## src/rtl/lpc_pkg.sv

```systemverilog
// lpc analysis front end shared definitions
// frame constants, sign-magnitude fixed-point types and arithmetic
package lpc_pkg;

	// ----------------------------------------
	// frame and word constants
	// ----------------------------------------
	localparam int FRAME_LEN = 320;
	localparam int ORDER = 10;
	localparam int NUM_LAGS = ORDER + 1;
	localparam int FRAC_BITS = 16;
	localparam int WORD_W = 32;
	localparam int ACC_W = 48;
	localparam int IDX_W = 9;

	// write pipeline depth and accumulate pipeline depth
	localparam int DRAIN_CYCLES = 2;
	localparam int FLUSH_CYCLES = 3;

	// ----------------------------------------
	// types
	// ----------------------------------------
	// 1 sign, 15 integer, 16 fraction bits
	typedef struct packed {
		logic sign;
		logic [WORD_W-2:0] mag;
	} fix_fields_t;

	// stored as raw word, decoded as sign/magnitude for math
	typedef union packed {
		logic [WORD_W-1:0] raw;
		fix_fields_t fld;
	} fix_word_u;

	// autocorrelation sum
	typedef struct packed {
		logic sign;
		logic [ACC_W-2:0] mag;
	} acc_t;

	typedef struct packed {
		fix_word_u sample;
		fix_word_u weight;
	} sample_in_t;

	typedef struct packed {
		logic [IDX_W-1:0] n;
		logic [IDX_W-1:0] lag;
	} frame_idx_t;

	typedef struct packed {
		logic clear;
		logic load_en;
		logic corr_en;
		logic step_n;
		logic step_lag;
	} seq_ctl_t;

	// ----------------------------------------
	// sign-magnitude arithmetic
	// ----------------------------------------
	function automatic fix_word_u fix_mult(input fix_word_u a, input fix_word_u b);
		logic [2*WORD_W-3:0] prod;
		fix_word_u res;
		prod = a.fld.mag * b.fld.mag;
		res.fld.sign = a.fld.sign ^ b.fld.sign;
		// drop fraction bits, keep low 31 of the rest
		res.fld.mag = prod[FRAC_BITS +: WORD_W-1];
		return res;
	endfunction

	function automatic fix_word_u fix_add(input fix_word_u a, input fix_word_u b);
		fix_word_u res;
		if (a.fld.sign == b.fld.sign)
		begin
			res.fld.mag = a.fld.mag + b.fld.mag;
			res.fld.sign = a.fld.sign;
		end
		else if (a.fld.mag >= b.fld.mag)
		begin
			res.fld.mag = a.fld.mag - b.fld.mag;
			res.fld.sign = a.fld.sign;
		end
		else
		begin
			res.fld.mag = b.fld.mag - a.fld.mag;
			res.fld.sign = b.fld.sign;
		end
		// no negative zero
		if (res.fld.mag == '0)
			res.fld.sign = 1'b0;
		return res;
	endfunction

	function automatic acc_t acc_add(input acc_t a, input acc_t b);
		acc_t res;
		if (a.sign == b.sign)
		begin
			res.mag = a.mag + b.mag;
			res.sign = a.sign;
		end
		else if (a.mag >= b.mag)
		begin
			res.mag = a.mag - b.mag;
			res.sign = a.sign;
		end
		else
		begin
			res.mag = b.mag - a.mag;
			res.sign = b.sign;
		end
		if (res.mag == '0)
			res.sign = 1'b0;
		return res;
	endfunction

	// zero bits go above the magnitude, sign carried over
	function automatic acc_t widen(input fix_word_u w);
		acc_t res;
		res.sign = w.fld.sign;
		res.mag = {{(ACC_W-WORD_W){1'b0}}, w.fld.mag};
		return res;
	endfunction

endpackage

```

## src/rtl/analysis_sequencer.sv

```systemverilog
// analysis sequencer
// steps the frame through clear, load, drain, correlate, flush and done
`timescale 1ns/1ps

module analysis_sequencer
(
	input logic clk,
	input logic rst,
	input logic start,
	input logic sample_valid,
	input logic last_n,
	input logic last_lag,
	output lpc_pkg::seq_ctl_t ctl,
	output logic done
);

	typedef enum logic [2:0]
	{
		S_IDLE,
		S_CLEAR,
		S_LOAD,
		S_DRAIN,
		S_CORR,
		S_FLUSH,
		S_DONE
	} state_t;

	state_t state;
	state_t next_state;
	// counts down the drain and flush cycles
	logic [1:0] wait_cnt;

	// ----------------------------------------
	// state register
	// ----------------------------------------
	always_ff @(posedge clk or negedge rst)
	begin
		if (!rst)
		begin
			state <= S_IDLE;
			wait_cnt <= '0;
		end
		else
		begin
			state <= next_state;
			if (state == S_LOAD && next_state == S_DRAIN)
				wait_cnt <= 2'(lpc_pkg::DRAIN_CYCLES - 1);
			else if (state == S_CORR && next_state == S_FLUSH)
				wait_cnt <= 2'(lpc_pkg::FLUSH_CYCLES - 1);
			else if (wait_cnt != '0)
				wait_cnt <= wait_cnt - 2'd1;
		end
	end

	// ----------------------------------------
	// next state
	// ----------------------------------------
	always_comb
	begin
		next_state = state;
		case (state)
			S_IDLE, S_DONE:
				if (start)
					next_state = S_CLEAR;
			S_CLEAR:
				next_state = S_LOAD;
			S_LOAD:
				// last strobe of the frame
				if (sample_valid && last_n)
					next_state = S_DRAIN;
			S_DRAIN:
				if (wait_cnt == '0)
					next_state = S_CORR;
			S_CORR:
				if (last_n && last_lag)
					next_state = S_FLUSH;
			S_FLUSH:
				if (wait_cnt == '0)
					next_state = S_DONE;
			default:
				next_state = S_IDLE;
		endcase
	end

	// ----------------------------------------
	// controls
	// ----------------------------------------
	always_comb
	begin
		ctl.clear = (state == S_CLEAR);
		ctl.load_en = (state == S_LOAD);
		ctl.corr_en = (state == S_CORR);
		// load steps on strobes, correlation steps every cycle
		ctl.step_n = (state == S_LOAD && sample_valid) || (state == S_CORR);
		ctl.step_lag = (state == S_CORR) && last_n;
	end

	assign done = (state == S_DONE);

endmodule

```

## config.mk

```make
export PLATFORM = sky130hd
export DESIGN_NAME = analysis_sequencer
export DESIGN_NICKNAME = d
export VERILOG_FILES = /design/src/rtl/lpc_pkg.sv /design/src/rtl/analysis_sequencer.sv
export SDC_FILE = /design/constraint.sdc
export NUM_CORES = 1
export LEC_CHECK = 0
export BUFFER_PORTS_ARGS = -buffer_cell sky130_fd_sc_hd__buf_2
export CAP_MARGIN = 30
export CORE_AREA = 5 5 42 44
export DETAILED_ROUTE_END_ITERATION = 16
export DIE_AREA = 0 0 47 49
export SYNTH_ARGS = -nofsm -noshare
export SYNTH_HDL_FRONTEND = slang
export SYNTH_SLANG_ARGS = --single-unit
```

## constraint.sdc

```tcl
create_clock -name clk -period 1.5 [get_ports clk]
set_input_delay 0.3 -clock clk [delete_from_list [all_inputs] [get_ports clk]]
set_output_delay 0.3 -clock clk [all_outputs]
set_load 0.05 [all_outputs]
```

==> results.yml <==
outcome:
  outcome: "complete, but fails checks"
  violations: "setup timing"
yosys:
  synth_compound_area_frac: 0.1600
  synth_xor_area_frac: 0.05091
  syn_area_sq_um: 344.1
  syn_inst: 38
  synth.area.top_cells: "dfrtp_1 36%, o21ai_0 7.3%, nand3_1 5.8%, nor3b_4 5.5%, xnor2_1 5.1%"
  ys_ff_latch: 5
  muxShareOfSynthArea: 0.02909
  synth_simple_gate_area_frac: 0.2909
  synthAdderAreaFrac: 0.03636
  synthFlopType: "dfrtp_1"
  yosysTopAreaCell: "dfrtp_1"
  synthArstFlopShare: 1.000
  ys_top_cells_by_count: "5 x dfrtp_1, 5 x o21ai_0, 4 x nand3_1, 3 x inv_1, 3 x nand2_1"
  synth_cell_types: 20
  synth_top_family_by_area: "simple AND/OR/NAND/NOR gates"
  yosysTopAreaCellShare: 0.3636
  yosysWarnings: 0
  ys_seq_area_frac: 0.3636
  syn_nets: 45
  synth-edff-count: 0
  synth.avg_cell_area_sq_um: 9.055
global_route:
  grt_usage: 0.08763
  grt_max_degree: 9
  grt_pass1_wl_mm: 1.442
  gr-total-overflow: 0
  grt_pass1_vias: 352
  antenna_found_initial: 0
hold_path:
  worstHoldStart: "last_lag"
  worstHoldEndpoint: "wait_cnt[1]$_DFFE_PN0P_"
  hold_class: "in2reg"
  hold_depth: 3
critical_path:
  end_kind: "output pin"
  cp_slowest_cell: "dfrtp_2"
  path_max_fanout: 4
  worstSetupPathType: "reg2out"
  path_cells: "nor3b_4 -> and2_4 -> buf_8"
  reg2reg_to: "state[0]$_DFF_PN0_"
  max_stage_delay_ns: 0.44
  start_kind: "flip-flop"
  worstRegToRegCells: 5
  r2r-start: "state[2]$_DFF_PN0_"
  arrival_ns: 1.30
  cp_data_required_time_ns: 1.20
  reg2reg_slack_ns: 0.17
drt:
  drt_iter0_markers: 9
  route.vias.total: 346
  ant_nets: 0
  via_per_inst: 4.613
  drcViolationCount: 0
  first_pass_iters: 4
  drt-total-wl_um: 871
  routedWlPerCell_um: 11.61
clock_tree:
  clock-sinks: 5
  cts_buffers: 3
  clockBufferDepth: 2
  clk_latency_ns: 0.25
  cts_tree: "built"
  cts-root-buf: "clkbuf_4"
  htreeDepth: 1
  clk_pin_slew_ns: 0.05
pwr:
  internal_power_w: 0.0007925
  combPwrFrac: 0.684
  seqPwrFrac: 0.206
  p_total_w: 0.001458
  p_clk_frac: 0.110
  peakVddDrop_uv: 1186
  leakagePower_nw: 0.2706
  p_switching_w: 0.0006651
  p_sw_frac: 0.4563
  pwr_density_cell_mw_per_mm2: 2560
final_layout:
  area_growth_pct: 65.45
  layout-drive-gt1-share: 0.4915
  layout.nets: 67
  multi_input_area_sq_um: 221.5
  stdcell_count: 75
  nFillCells: 147
  n_antenna_cell: 0
  seq_area_sq_um: 127.6
  fin_area_sq_um: 569.3
sta:
  fin_ws_ns: -0.09740
  tightest_slew_ns: 0.2450
  finalHoldViolCount: 0
  maxSlewHeadroom: 0.8365
  fin_crit_sh: 1.065
  period_minus_slack_ns: 1.597
  slew_viol_final: 0
  tns_ns: -0.3574
  grt_setup_unrepaired: "yes"
  setup_viol: 6
  final.setup_skew_ns: 0.004753
  fmax_mhz: 626.0
run:
  drv_cap: 0
floorplan:
  pin_count: 12
  coreArea_sq_mm: 0.001401
  die-area_sq_mm: 0.002303
  rows: 14
  initial_core_util: 0.2455
  die_w_um: 47
  die_h_um: 49
placed_design:
  post-place-cells: 65
  pre_cts_slack_ns: 0.05650
  gp_congestion: 0.7508
  place_area_sq_um: 449.2
  io_buffer_count: 11
  dp_hpwl_um: 602.6
==> flip-flops by register name, summed over array words and instances, names as in the netlist <==
name,count
wait_cnt,2
state,3
==> worst max-delay path: cells and delay by family, from the launching register on <==
family | cells | cell delay [ns]
flip-flops | 1 | 0.44
buffers and inverters | 1 | 0.14
AND/OR/NAND/NOR | 2 | 0.47
==> worst max path at each step <==
stage                       startpoint      to  slack (ns)  cells after the start
finish              state[0]$_DFF_PN0_  ctl[0]        -0.1                      3
global route        state[0]$_DFF_PN0_  ctl[0]       -0.17                      3
CTS                 state[1]$_DFF_PN0_  ctl[0]       -0.09                      3
detailed placement  state[2]$_DFF_PN0_  ctl[0]        0.06                      3
global placement    state[2]$_DFF_PN0_  ctl[0]        0.07                      3
floorplan           state[0]$_DFF_PN0_  ctl[0]       -0.22                      3
==> cell families (layout without fill, tap and decap cells) <==
group | after synthesis | after routing
AND/OR/NAND/NOR | 15 | 15
AO/OA/AOI/OAI | 9 | 9
flip-flops | 5 | 5
buffers and inverters | 5 | 26
XOR/XNOR | 2 | 2
adder cells (fa/ha/maj) | 1 | 1
multiplexers | 1 | 1
==> what timing repair did <==
item	in CTS	in global routing
gates resized for setup	12	4
endpoints found under the hold margin	5	0
setup buffers	4	1
hold buffers	1	0
pin swaps	4	1
endpoints found under the setup margin	6	6
==> cell usage in the layout (no fill, tap or decap), types with 2 or more instances in the layout <==
cell      instances
buf_2             5
buf_4             8
buf_6             2
buf_8             3
clkbuf_4          3
dfrtp_1           3
dfrtp_2           2
inv_1             3
nand2_1           3
nand3_1           4
nor2b_1           2
nor3b_2           2
nor3b_4           2
o21ai_0           5
xnor2_1           2
==> layer usage <==
metal	part of all wire	wire [um]	GRT usage	up-vias
met5	0	0	0	-
met1	0.41	360	0.1067	160
met2	0.50	437	0.1267	16
li1	-	-	-	170
met4	0	0	0.02765	0
met3	0.083	72	0.05166	0
==> power by group through the flow <==
stage | logic [W] | registers [W] | clock network, W
finish | 0.000996 | 0.000301 | 0.000160
global route | 0.00108 | 0.000311 | 0.000182
CTS | 0.000978 | 0.000294 | 0.000165
detailed placement | 0.000809 | 0.000304 | 0
global placement | 0.000805 | 0.000299 | 0
floorplan | 0.000723 | 0.000260 | 0
==> stage by stage <==
stage            util  hold slack [ns]
3_5_place_dp   0.3205           0.1244
2_1_floorplan       -         0.004409
4_1_cts        0.3938           0.3638
5_1_grt        0.4063           0.3656
3_3_place_gp   0.3205           0.1243
6_report       0.4063           0.3662
==> cell type report <==
type,instances,area share
multi-input combinational,28,0.3890
clock buffer,4,0.04615
inverter,3,0.01978
tap,16,0.03516
timing repair buffer,19,0.2857
sequential,5,0.2242
Note: power is estimated with default switching activity, not from simulation.
