**config.mk**
```make
export PLATFORM = sky130hd
export DESIGN_NAME = lag_counter
export DESIGN_NICKNAME = d
export VERILOG_FILES = /design/src/rtl/lpc_pkg.sv /design/src/rtl/lag_counter.sv
export SDC_FILE = /design/constraint.sdc
export NUM_CORES = 1
export LEC_CHECK = 0
export BUFFER_PORTS_ARGS = -buffer_cell sky130_fd_sc_hd__buf_4
export CORE_MARGIN = 2
export CORE_UTILIZATION = 40
export CTS_BUF_LIST = sky130_fd_sc_hd__clkbuf_2 sky130_fd_sc_hd__clkbuf_4 sky130_fd_sc_hd__clkbuf_8
export CTS_CLUSTER_DIAMETER = 120
export CTS_CLUSTER_SIZE = 14
export DETAILED_ROUTE_END_ITERATION = 7
export GPL_TIMING_DRIVEN = 0
export PLACE_DENSITY = 0.67
export SLEW_MARGIN = 20
export SYNTH_ARGS = -nofsm -noshare
export SYNTH_HDL_FRONTEND = slang
export SYNTH_SLANG_ARGS = --single-unit
```
**constraint.sdc**
```tcl
create_clock -name clk -period 1.8 [get_ports clk]
set_input_delay 0.18 -clock clk [delete_from_list [all_inputs] [get_ports clk]]
set_output_delay 0.18 -clock clk [all_outputs]
set_load 0.1 [all_outputs]
```
**src/rtl/lpc_pkg.sv**
```systemverilog
// lpc analysis front end shared definitions
// frame constants, sign-magnitude fixed-point types and arithmetic
package lpc_pkg;

	// ----------------------------------------
	// frame and word constants
	// ----------------------------------------
	localparam int FRAME_LEN = 320;
	localparam int ORDER = 10;
	localparam int NUM_LAGS = ORDER + 1;
	localparam int FRAC_BITS = 16;
	localparam int WORD_W = 32;
	localparam int ACC_W = 48;
	localparam int IDX_W = 9;

	// write pipeline depth and accumulate pipeline depth
	localparam int DRAIN_CYCLES = 2;
	localparam int FLUSH_CYCLES = 3;

	// ----------------------------------------
	// types
	// ----------------------------------------
	// 1 sign, 15 integer, 16 fraction bits
	typedef struct packed {
		logic sign;
		logic [WORD_W-2:0] mag;
	} fix_fields_t;

	// stored as raw word, decoded as sign/magnitude for math
	typedef union packed {
		logic [WORD_W-1:0] raw;
		fix_fields_t fld;
	} fix_word_u;

	// autocorrelation sum
	typedef struct packed {
		logic sign;
		logic [ACC_W-2:0] mag;
	} acc_t;

	typedef struct packed {
		fix_word_u sample;
		fix_word_u weight;
	} sample_in_t;

	typedef struct packed {
		logic [IDX_W-1:0] n;
		logic [IDX_W-1:0] lag;
	} frame_idx_t;

	typedef struct packed {
		logic clear;
		logic load_en;
		logic corr_en;
		logic step_n;
		logic step_lag;
	} seq_ctl_t;

	// ----------------------------------------
	// sign-magnitude arithmetic
	// ----------------------------------------
	function automatic fix_word_u fix_mult(input fix_word_u a, input fix_word_u b);
		logic [2*WORD_W-3:0] prod;
		fix_word_u res;
		prod = a.fld.mag * b.fld.mag;
		res.fld.sign = a.fld.sign ^ b.fld.sign;
		// drop fraction bits, keep low 31 of the rest
		res.fld.mag = prod[FRAC_BITS +: WORD_W-1];
		return res;
	endfunction

	function automatic fix_word_u fix_add(input fix_word_u a, input fix_word_u b);
		fix_word_u res;
		if (a.fld.sign == b.fld.sign)
		begin
			res.fld.mag = a.fld.mag + b.fld.mag;
			res.fld.sign = a.fld.sign;
		end
		else if (a.fld.mag >= b.fld.mag)
		begin
			res.fld.mag = a.fld.mag - b.fld.mag;
			res.fld.sign = a.fld.sign;
		end
		else
		begin
			res.fld.mag = b.fld.mag - a.fld.mag;
			res.fld.sign = b.fld.sign;
		end
		// no negative zero
		if (res.fld.mag == '0)
			res.fld.sign = 1'b0;
		return res;
	endfunction

	function automatic acc_t acc_add(input acc_t a, input acc_t b);
		acc_t res;
		if (a.sign == b.sign)
		begin
			res.mag = a.mag + b.mag;
			res.sign = a.sign;
		end
		else if (a.mag >= b.mag)
		begin
			res.mag = a.mag - b.mag;
			res.sign = a.sign;
		end
		else
		begin
			res.mag = b.mag - a.mag;
			res.sign = b.sign;
		end
		if (res.mag == '0)
			res.sign = 1'b0;
		return res;
	endfunction

	// zero bits go above the magnitude, sign carried over
	function automatic acc_t widen(input fix_word_u w);
		acc_t res;
		res.sign = w.fld.sign;
		res.mag = {{(ACC_W-WORD_W){1'b0}}, w.fld.mag};
		return res;
	endfunction

endpackage

```
**src/rtl/lag_counter.sv**
```systemverilog
// sample index and lag counters
// flags the last sample of a lag and the last lag
`timescale 1ns/1ps

module lag_counter
(
	input logic clk,
	input logic rst,
	input lpc_pkg::seq_ctl_t ctl,
	output lpc_pkg::frame_idx_t idx,
	output logic last_n,
	output logic last_lag
);

	logic [lpc_pkg::IDX_W-1:0] n;
	logic [lpc_pkg::IDX_W-1:0] lag;

	always_ff @(posedge clk or negedge rst)
	begin
		if (!rst)
		begin
			n <= '0;
			lag <= '0;
		end
		else if (ctl.clear)
		begin
			n <= '0;
			lag <= '0;
		end
		else if (ctl.step_lag)
		begin
			// next lag starts at sample zero
			n <= '0;
			lag <= lag + 1'b1;
		end
		else if (ctl.step_n)
		begin
			// wrap after the last load strobe, ready for correlation
			if (last_n)
				n <= '0;
			else
				n <= n + 1'b1;
		end
	end

	// ----------------------------------------
	// range flags
	// ----------------------------------------
	// lag is zero while loading, so this is also end of frame
	assign last_n = (n == lpc_pkg::IDX_W'(lpc_pkg::FRAME_LEN - 1) - lag);
	assign last_lag = (lag == lpc_pkg::IDX_W'(lpc_pkg::ORDER));

	assign idx.n = n;
	assign idx.lag = lag;

endmodule

```
==> results of run 1 <==
[cell type report]
type                       count  area share [%]
buffer                         5           1.590
clock buffer                   4           2.427
inverter                       4           1.339
multi-input combinational     85           43.77
sequential                    18           32.05
tap                           30           2.510
timing repair buffer          30           16.32
[routing by layer]
layer | part of all wire, % | up-vias | GRT usage, %
met4 | 0.60 | 0 | 5.102
met5 | 0 | - | 0
met3 | 3.0 | 2 | 2.074
met1 | 46 | 450 | 24.89
met2 | 50 | 17 | 29.41
li1 | - | 462 | -
[synth_stat cells]
cell type,n
xnor2_1,13
buf_4,1
o22ai_1,1
clkbuf_2,1
nand2b_1,1
o21a_1,1
nand4_1,6
clkbuf_1,3
nand2_1,7
nor2_1,12
dfrtp_1,18
nor3_1,4
or3_1,1
a21o_1,1
nor3b_1,1
o2111ai_1,1
nor3_4,1
inv_1,4
a21oi_1,1
or2_2,1
o31ai_2,1
ha_1,5
nand3b_1,1
and3_1,1
xor2_1,10
nand3_1,4
o32ai_1,1
buf_2,1
o21ai_0,1
nor4b_1,1
a211oi_1,8
[metrics by stage]
step	instances	cell area, sq um	TNS, ps	hold WS (ps)	setup WS (ps)
floorplan	113	1152	-7315	-115.6	-697.8
global placement	166	1363	-149.4	60.11	-149.4
detailed placement	166	1363	-161.9	68.12	-161.9
CTS	175	1463	-198.1	139.8	-198.1
global route	176	1495	-260.6	155.9	-211.4
finish	176	1495	-139.0	144.6	-139.0
[worst reg2reg max path, delay by kind of cell, from the launching register on]
kind	cells	cell delay, ps
buffers and inverters	2	370
AOI/OAI and AO/OA	1	100
DFF	1	510
xor gates and xnor gates	1	130
and+or+nand+nor	2	440
[worst max path at each step]
stage	start	cells past startpoint	to
floorplan	lag[6]	6	n[2]
global placement	lag[6]	6	last_n
detailed placement	lag[6]	6	last_n
CTS	lag[7]	6	last_n
global route	lag[6]	6	last_n
finish	lag[6]	5	last_n
[report_power, final]
group / internal, uW / switching (uW)
logic: 33.5 / 89.8
clock network: 123 / 135
registers: 412 / 11.2
[state kept, by name, summed over array words and instances, names as in the netlist]
signal	flops
lag	9
n	9
[repair_timing]
| action | CTS | global route |
|---|---|---|
| pin swaps | 3 | 4 |
| hold buffers | 1 | 0 |
| gates resized for setup | 5 | 4 |
| setup endpoints to repair | 2 | 11 |
| setup buffers | 4 | 3 |
| hold endpoints to repair | 18 | 0 |
[cells by family (layout without fill, tap and decap cells)]
logic type               count (synthesis)  count (layout)  share of synthesized area, %
adder cells (fa/ha/maj)                  5               5                         5.721
XOR/XNOR                                23              23                         18.42
AND/OR/NAND/NOR                         41              41                         19.57
AO/OA/AOI/OAI                           16              16                         11.10
buffers and inverters                   10              43                         4.003
flip-flops                              18              18                         41.19
==> qor.yml, run 1 <==
global_route:
  antenna_found_initial: 0
  grt_pass1_vias: 964
  overflow: 0
  gr-usage-all-layers_pct: 17.91
  grt_max_degree: 19
  grt_pass1_wl_um: 4505
setup_path:
  slowest_stage: "dfrtp_4"
  critPathRequiredTime_ps: 1620
  timing.rr.start: "lag[6]"
  r2r_slack_ps: 110
  startpoint_type: "flop"
  worstPathMaxFanout: 3
  crit_chain: "buf_4, xnor2_2, nand4_1, nor3_4, buf_12"
  worstRegToRegCells: 6
  rr_endpoint: "n[1]"
  arrival_ps: 1760
  cp_num_buf_inv: 2
  endpoint_kind: "output pin"
  cp_slowest_stage_delay_ps: 510
  path_class: "reg -> out"
  crit_family: "flip-flops"
final_layout:
  final_cell_mix: "28 x buf_4, 14 x dfrtp_2, 12 x nor2_1"
  fin_nets: 159
  drive_gt1_share_pct: 43.15
  final_common_cell: "buf_4"
  synthToLayoutAreaGrowth_pct: 36.73
  n_fill_cell: 238
  regArea_sq_um: 479.2
  utilization_pct: 58.75
  multi_input_area_sq_um: 654.4
  antenna_cells: 0
clocking:
  cts_num_sinks: 18
  cts_max_level: 1
  clk_latency_ps: 290
  cts_buffer_depth: 2
  cts_tree: "yes"
  cts.clk_slew.worst_paths_ps: 110
  cts-root-buf: "clkbuf_4"
  cts_buffers: 3
timing:
  report.final.slew_viol_count: 0
  setup_viol: 1
  timing.final.hold_violations: 0
  finClkSkew_ps: 2.487
  fmax_mhz: 515.7
  layout_setup_ws_ps: -139.0
  rsz0062_at_grt: "yes"
  tightest_slew_ps: 447.5
  finalCritPeriodShare_pct: 107.7
  relSlewSlack_pct: 69.99
  period_minus_slack_ps: 1939
floorplan:
  rows: 18
  die_x_um: 56.29
  top_level_ports: 27
  die_y_um: 56.29
  die_area_sq_um: 3168
  start_util_pct: 42.97
  coreArea_sq_um: 2545
run_status:
  status: "complete, but fails checks"
  failed_checks: "setup timing"
placed_design:
  hpwlAfterDp_um: 1745
  port-buffer-count: 23
  gp_congestion: 0.8489
pwr:
  peakVddDrop_v: 0.0003728
  pwr_density_cell_nw_per_um2: 538.3
  p_total_uw: 804.8
  p_leak_uw: 0.0006391
logic_synthesis:
  synth_seq_area_share_pct: 41.19
  synth_top_area_share_pct: 41.19
  ys.warnings.count: 0
  synthTopCellsByArea: "dfrtp_1 41%, xnor2_1 10%, xor2_1 8.0%"
  ys_seq_elements: 18
  syn_area_sq_um: 1094
  synth_nets: 125
  synth_top_area_cell: "dfrtp_1"
  postSynthAreaPerCell_sq_um: 9.677
  syn_inst: 113
  post_synth_num_cell_types: 31
min_path:
  hp-class: "in -> reg"
  worstHoldEndpoint: "lag[1]"
  holdPathStages: 2
  hold_start: "ctl[0]"
route:
  initialDrtViolationCount: 9
  drc: 0
  wl_per_cell_um: 14.26
  vias_per_cell: 5.290
  wirelength_um: 2509
  ant_nets: 0
  vias: 931
  drt-pass1-iter-count: 3
run:
  max_cap_violations: 0
Power figures use the tool's default switching activity.
==> run 2, diff against run 1 <==
--- a/config.mk
+++ b/config.mk
@@ -13,6 +13,7 @@
 export CTS_CLUSTER_SIZE = 14
 export DETAILED_ROUTE_END_ITERATION = 7
 export GPL_TIMING_DRIVEN = 0
+export MAX_ROUTING_LAYER = met4
 export PLACE_DENSITY = 0.67
 export SLEW_MARGIN = 20
 export SYNTH_ARGS = -nofsm -noshare
==> constraint.sdc (replaced) <==
create_clock -name clk -period 2.3 [get_ports clk]
set_input_delay 0.23 -clock clk [delete_from_list [all_inputs] [get_ports clk]]
set_output_delay 0.23 -clock clk [all_outputs]
set_load 0.1 [all_outputs]
==> run 2 against run 1 <==
Effect of this change:
- the run now ends clean
- clock power decreased by 21%
- non-clock buffer count is 3 lower
- global-route usage decreased by 0.60 points
- setup slack gained 220 ps
- register-to-register slack improved by 410 ps
==> qor.yml, run 2 (same netlist as run 1, synthesis figures left out) <==
placed_design:
  hpwlAfterDp_um: 1745  # unchanged
  port-buffer-count: 23  # unchanged
  placed_cells_incl_taps: 166  # unchanged
  place_area_sq_um: 1363  # unchanged
  gp_congestion: 0.8623  # was 0.8489
pwr:
  p_total_uw: 627.6  # was 804.8 uW
  peakVddDrop_v: 0.0002708  # was 0.0003728 V
  pwr_density_cell_nw_per_um2: 434.7  # was 538.3 nW/um^2
  p_leak_uw: 0.0006128  # was 0.0006391 uW
run_status:
  status: "finished clean"  # was complete, but fails checks
final_layout:
  reg_top3: "lag: 9 flops, n: 9 flops"  # unchanged
  stdcell_count: 173  # was 176
  antenna_cells: 0  # unchanged
  utilization_pct: 56.74  # was 58.75%
  n_fill_cell: 241  # was 238
  design_area_sq_um: 1444  # was 1495 sq um
  final_common_cell: "buf_4"  # unchanged
  final_cell_mix: "24 x buf_4, 14 x dfrtp_2, 13 x xnor2_1"  # was 28 x buf_4, 14 x dfrtp_2, 12 x nor2_1
  drive_gt1_share_pct: 39.16  # was 43.15%
  synthToLayoutAreaGrowth_pct: 32.04  # was 36.73%
  fin_nets: 156  # was 159
timing:
  fmax_mhz: 449.8
  setup_viol: 0  # was 1
  timing.final.hold_violations: 0  # unchanged
  finClkSkew_ps: 3.770  # was 2.487 ps
  tightest_slew_ps: 437.4  # was 447.5 ps
  relSlewSlack_pct: 70.66  # was 69.99%
  report.final.slew_viol_count: 0  # unchanged
  period_minus_slack_ps: 2223
  rsz0062_at_grt: "no"  # was yes
  hold_slack_ps: 188.9  # was 144.6 ps
  finalCritPeriodShare_pct: 96.66
clocking:
  cts_max_level: 1  # unchanged
  cts.clk_slew.worst_paths_ps: 110  # about the same
  cts_buffer_depth: 2  # unchanged
  cts_buffers: 3  # unchanged
  clk_latency_ps: 300  # was 290 ps
  cts_num_sinks: 18  # unchanged
  cts-root-buf: "clkbuf_4"  # unchanged
  cts_tree: "yes"  # unchanged
setup_path:
  cp_slowest_stage_delay_ps: 530  # was 510 ps
  slowest_stage: "dfrtp_4"  # unchanged
  endpoint_kind: "output pin"  # unchanged
  r2r_slack_ps: 520  # was 110 ps
  path_class: "reg -> out"  # unchanged
  worstPathMaxFanout: 9  # was 3
  crit_chain: "inv_4, ha_4, xnor2_1, nand4_1, nor3_4, buf_12, buf_8"  # was buf_4, xnor2_2, nand4_1, nor3_4, buf_12
  startpoint_type: "flop"  # unchanged
  arrival_ps: 1990  # was 1760 ps
  cp_num_buf_inv: 3  # was 2
  crit_family: "flip-flops"  # unchanged
  critPathRequiredTime_ps: 2070  # was 1620 ps
route:
  vias_per_cell: 5.329  # was 5.290
  vias: 922  # was 931
  wirelength_um: 2399  # was 2509 um
  wl_per_cell_um: 13.87  # was 14.26 um
  drt-pass1-iter-count: 4  # was 3
  drc: 0  # unchanged
  initialDrtViolationCount: 9  # unchanged
  ant_nets: 0  # unchanged
floorplan:
  rows: 18  # unchanged
  die_y_um: 56.29  # unchanged
  top_level_ports: 27  # unchanged
  die_area_sq_um: 3168  # unchanged
  start_util_pct: 42.97  # unchanged
  die_x_um: 56.29  # unchanged
  coreArea_sq_um: 2545  # unchanged
global_route:
  overflow: 0  # unchanged
  grt_max_degree: 19  # unchanged
  grt_pass1_wl_um: 4264  # was 4505 um
  antenna_found_initial: 0  # unchanged
  grt_pass1_vias: 933  # was 964
  gr-usage-all-layers_pct: 17.31  # was 17.91%
run:
  max_cap_violations: 0  # unchanged
min_path:
  hp-class: "in -> reg"  # unchanged
## run 2: path summary, 6_finish.rpt
| check | start | endpoint | cells after the start |
|---|---|---|---|
| min in group asynchronous | rst | lag[4] | 2 |
| max in group asynchronous | rst | lag[3] | 2 |
| worst max register to register | lag[6] | n[1] | 8 |
| worst min register to register | lag[8] | lag[8] | 2 |
| worst max-delay path | lag[6] | last_n | 7 |
| worst min-delay path | ctl[0] | lag[1] | 2 |
## run 2: final cells by class
cell class	instances	area, sq um	share of cell area [%]
Clock buffer	4	36.28	2.513
Timing Repair Buffer	26	217.7	15.08
Buffer	6	28.78	1.993
Multi-Input combinational cell	85	626.9	43.41
Tap cell	30	37.54	2.600
Inverter	4	17.52	1.213
Sequential cell	18	479.2	33.19
## run 2: timing repair
action,CTS,global route
endpoints found under the setup margin,1,1
pin swaps,0,1
setup buffers,0,2
resized for setup,1,1
hold buffers,1,0
hold endpoints to repair,18,0
## run 2: power by group
group          leakage [uW]  switching [uW]  total, uW  internal (uW)
clock             0.0000210             107        204           96.4
sequential         0.000220            8.83        331            322
combinational      0.000371            69.0       92.8           23.9
## run 2: per-stage QoR
step | worst slack, ps | setup TNS (ps)
finish | 76.91 | 0
global route | 3.757 | 0
CTS | 14.72 | 0
detailed placement | 288.1 | 0
global placement | 300.6 | 0
floorplan | -197.8 | -1915
## run 2: worst reg2reg max path, stage by stage (launching register included)
cell and delay [ps]:
dfrtp_4 530, inv_4 80, ha_4 190, xnor2_1 150, nand4_1 160, nor3_4 240, buf_12 150, buf_4 110
o32ai_1 50
## run 2: per-layer routing
layer	vias to the layer above	global-route usage (%)	routed length, um
li1	452	-	-
met4	0	5.102	15
met3	2	2.074	86
met5	-	-	0
met1	449	23.73	1154
met2	19	27.06	1143
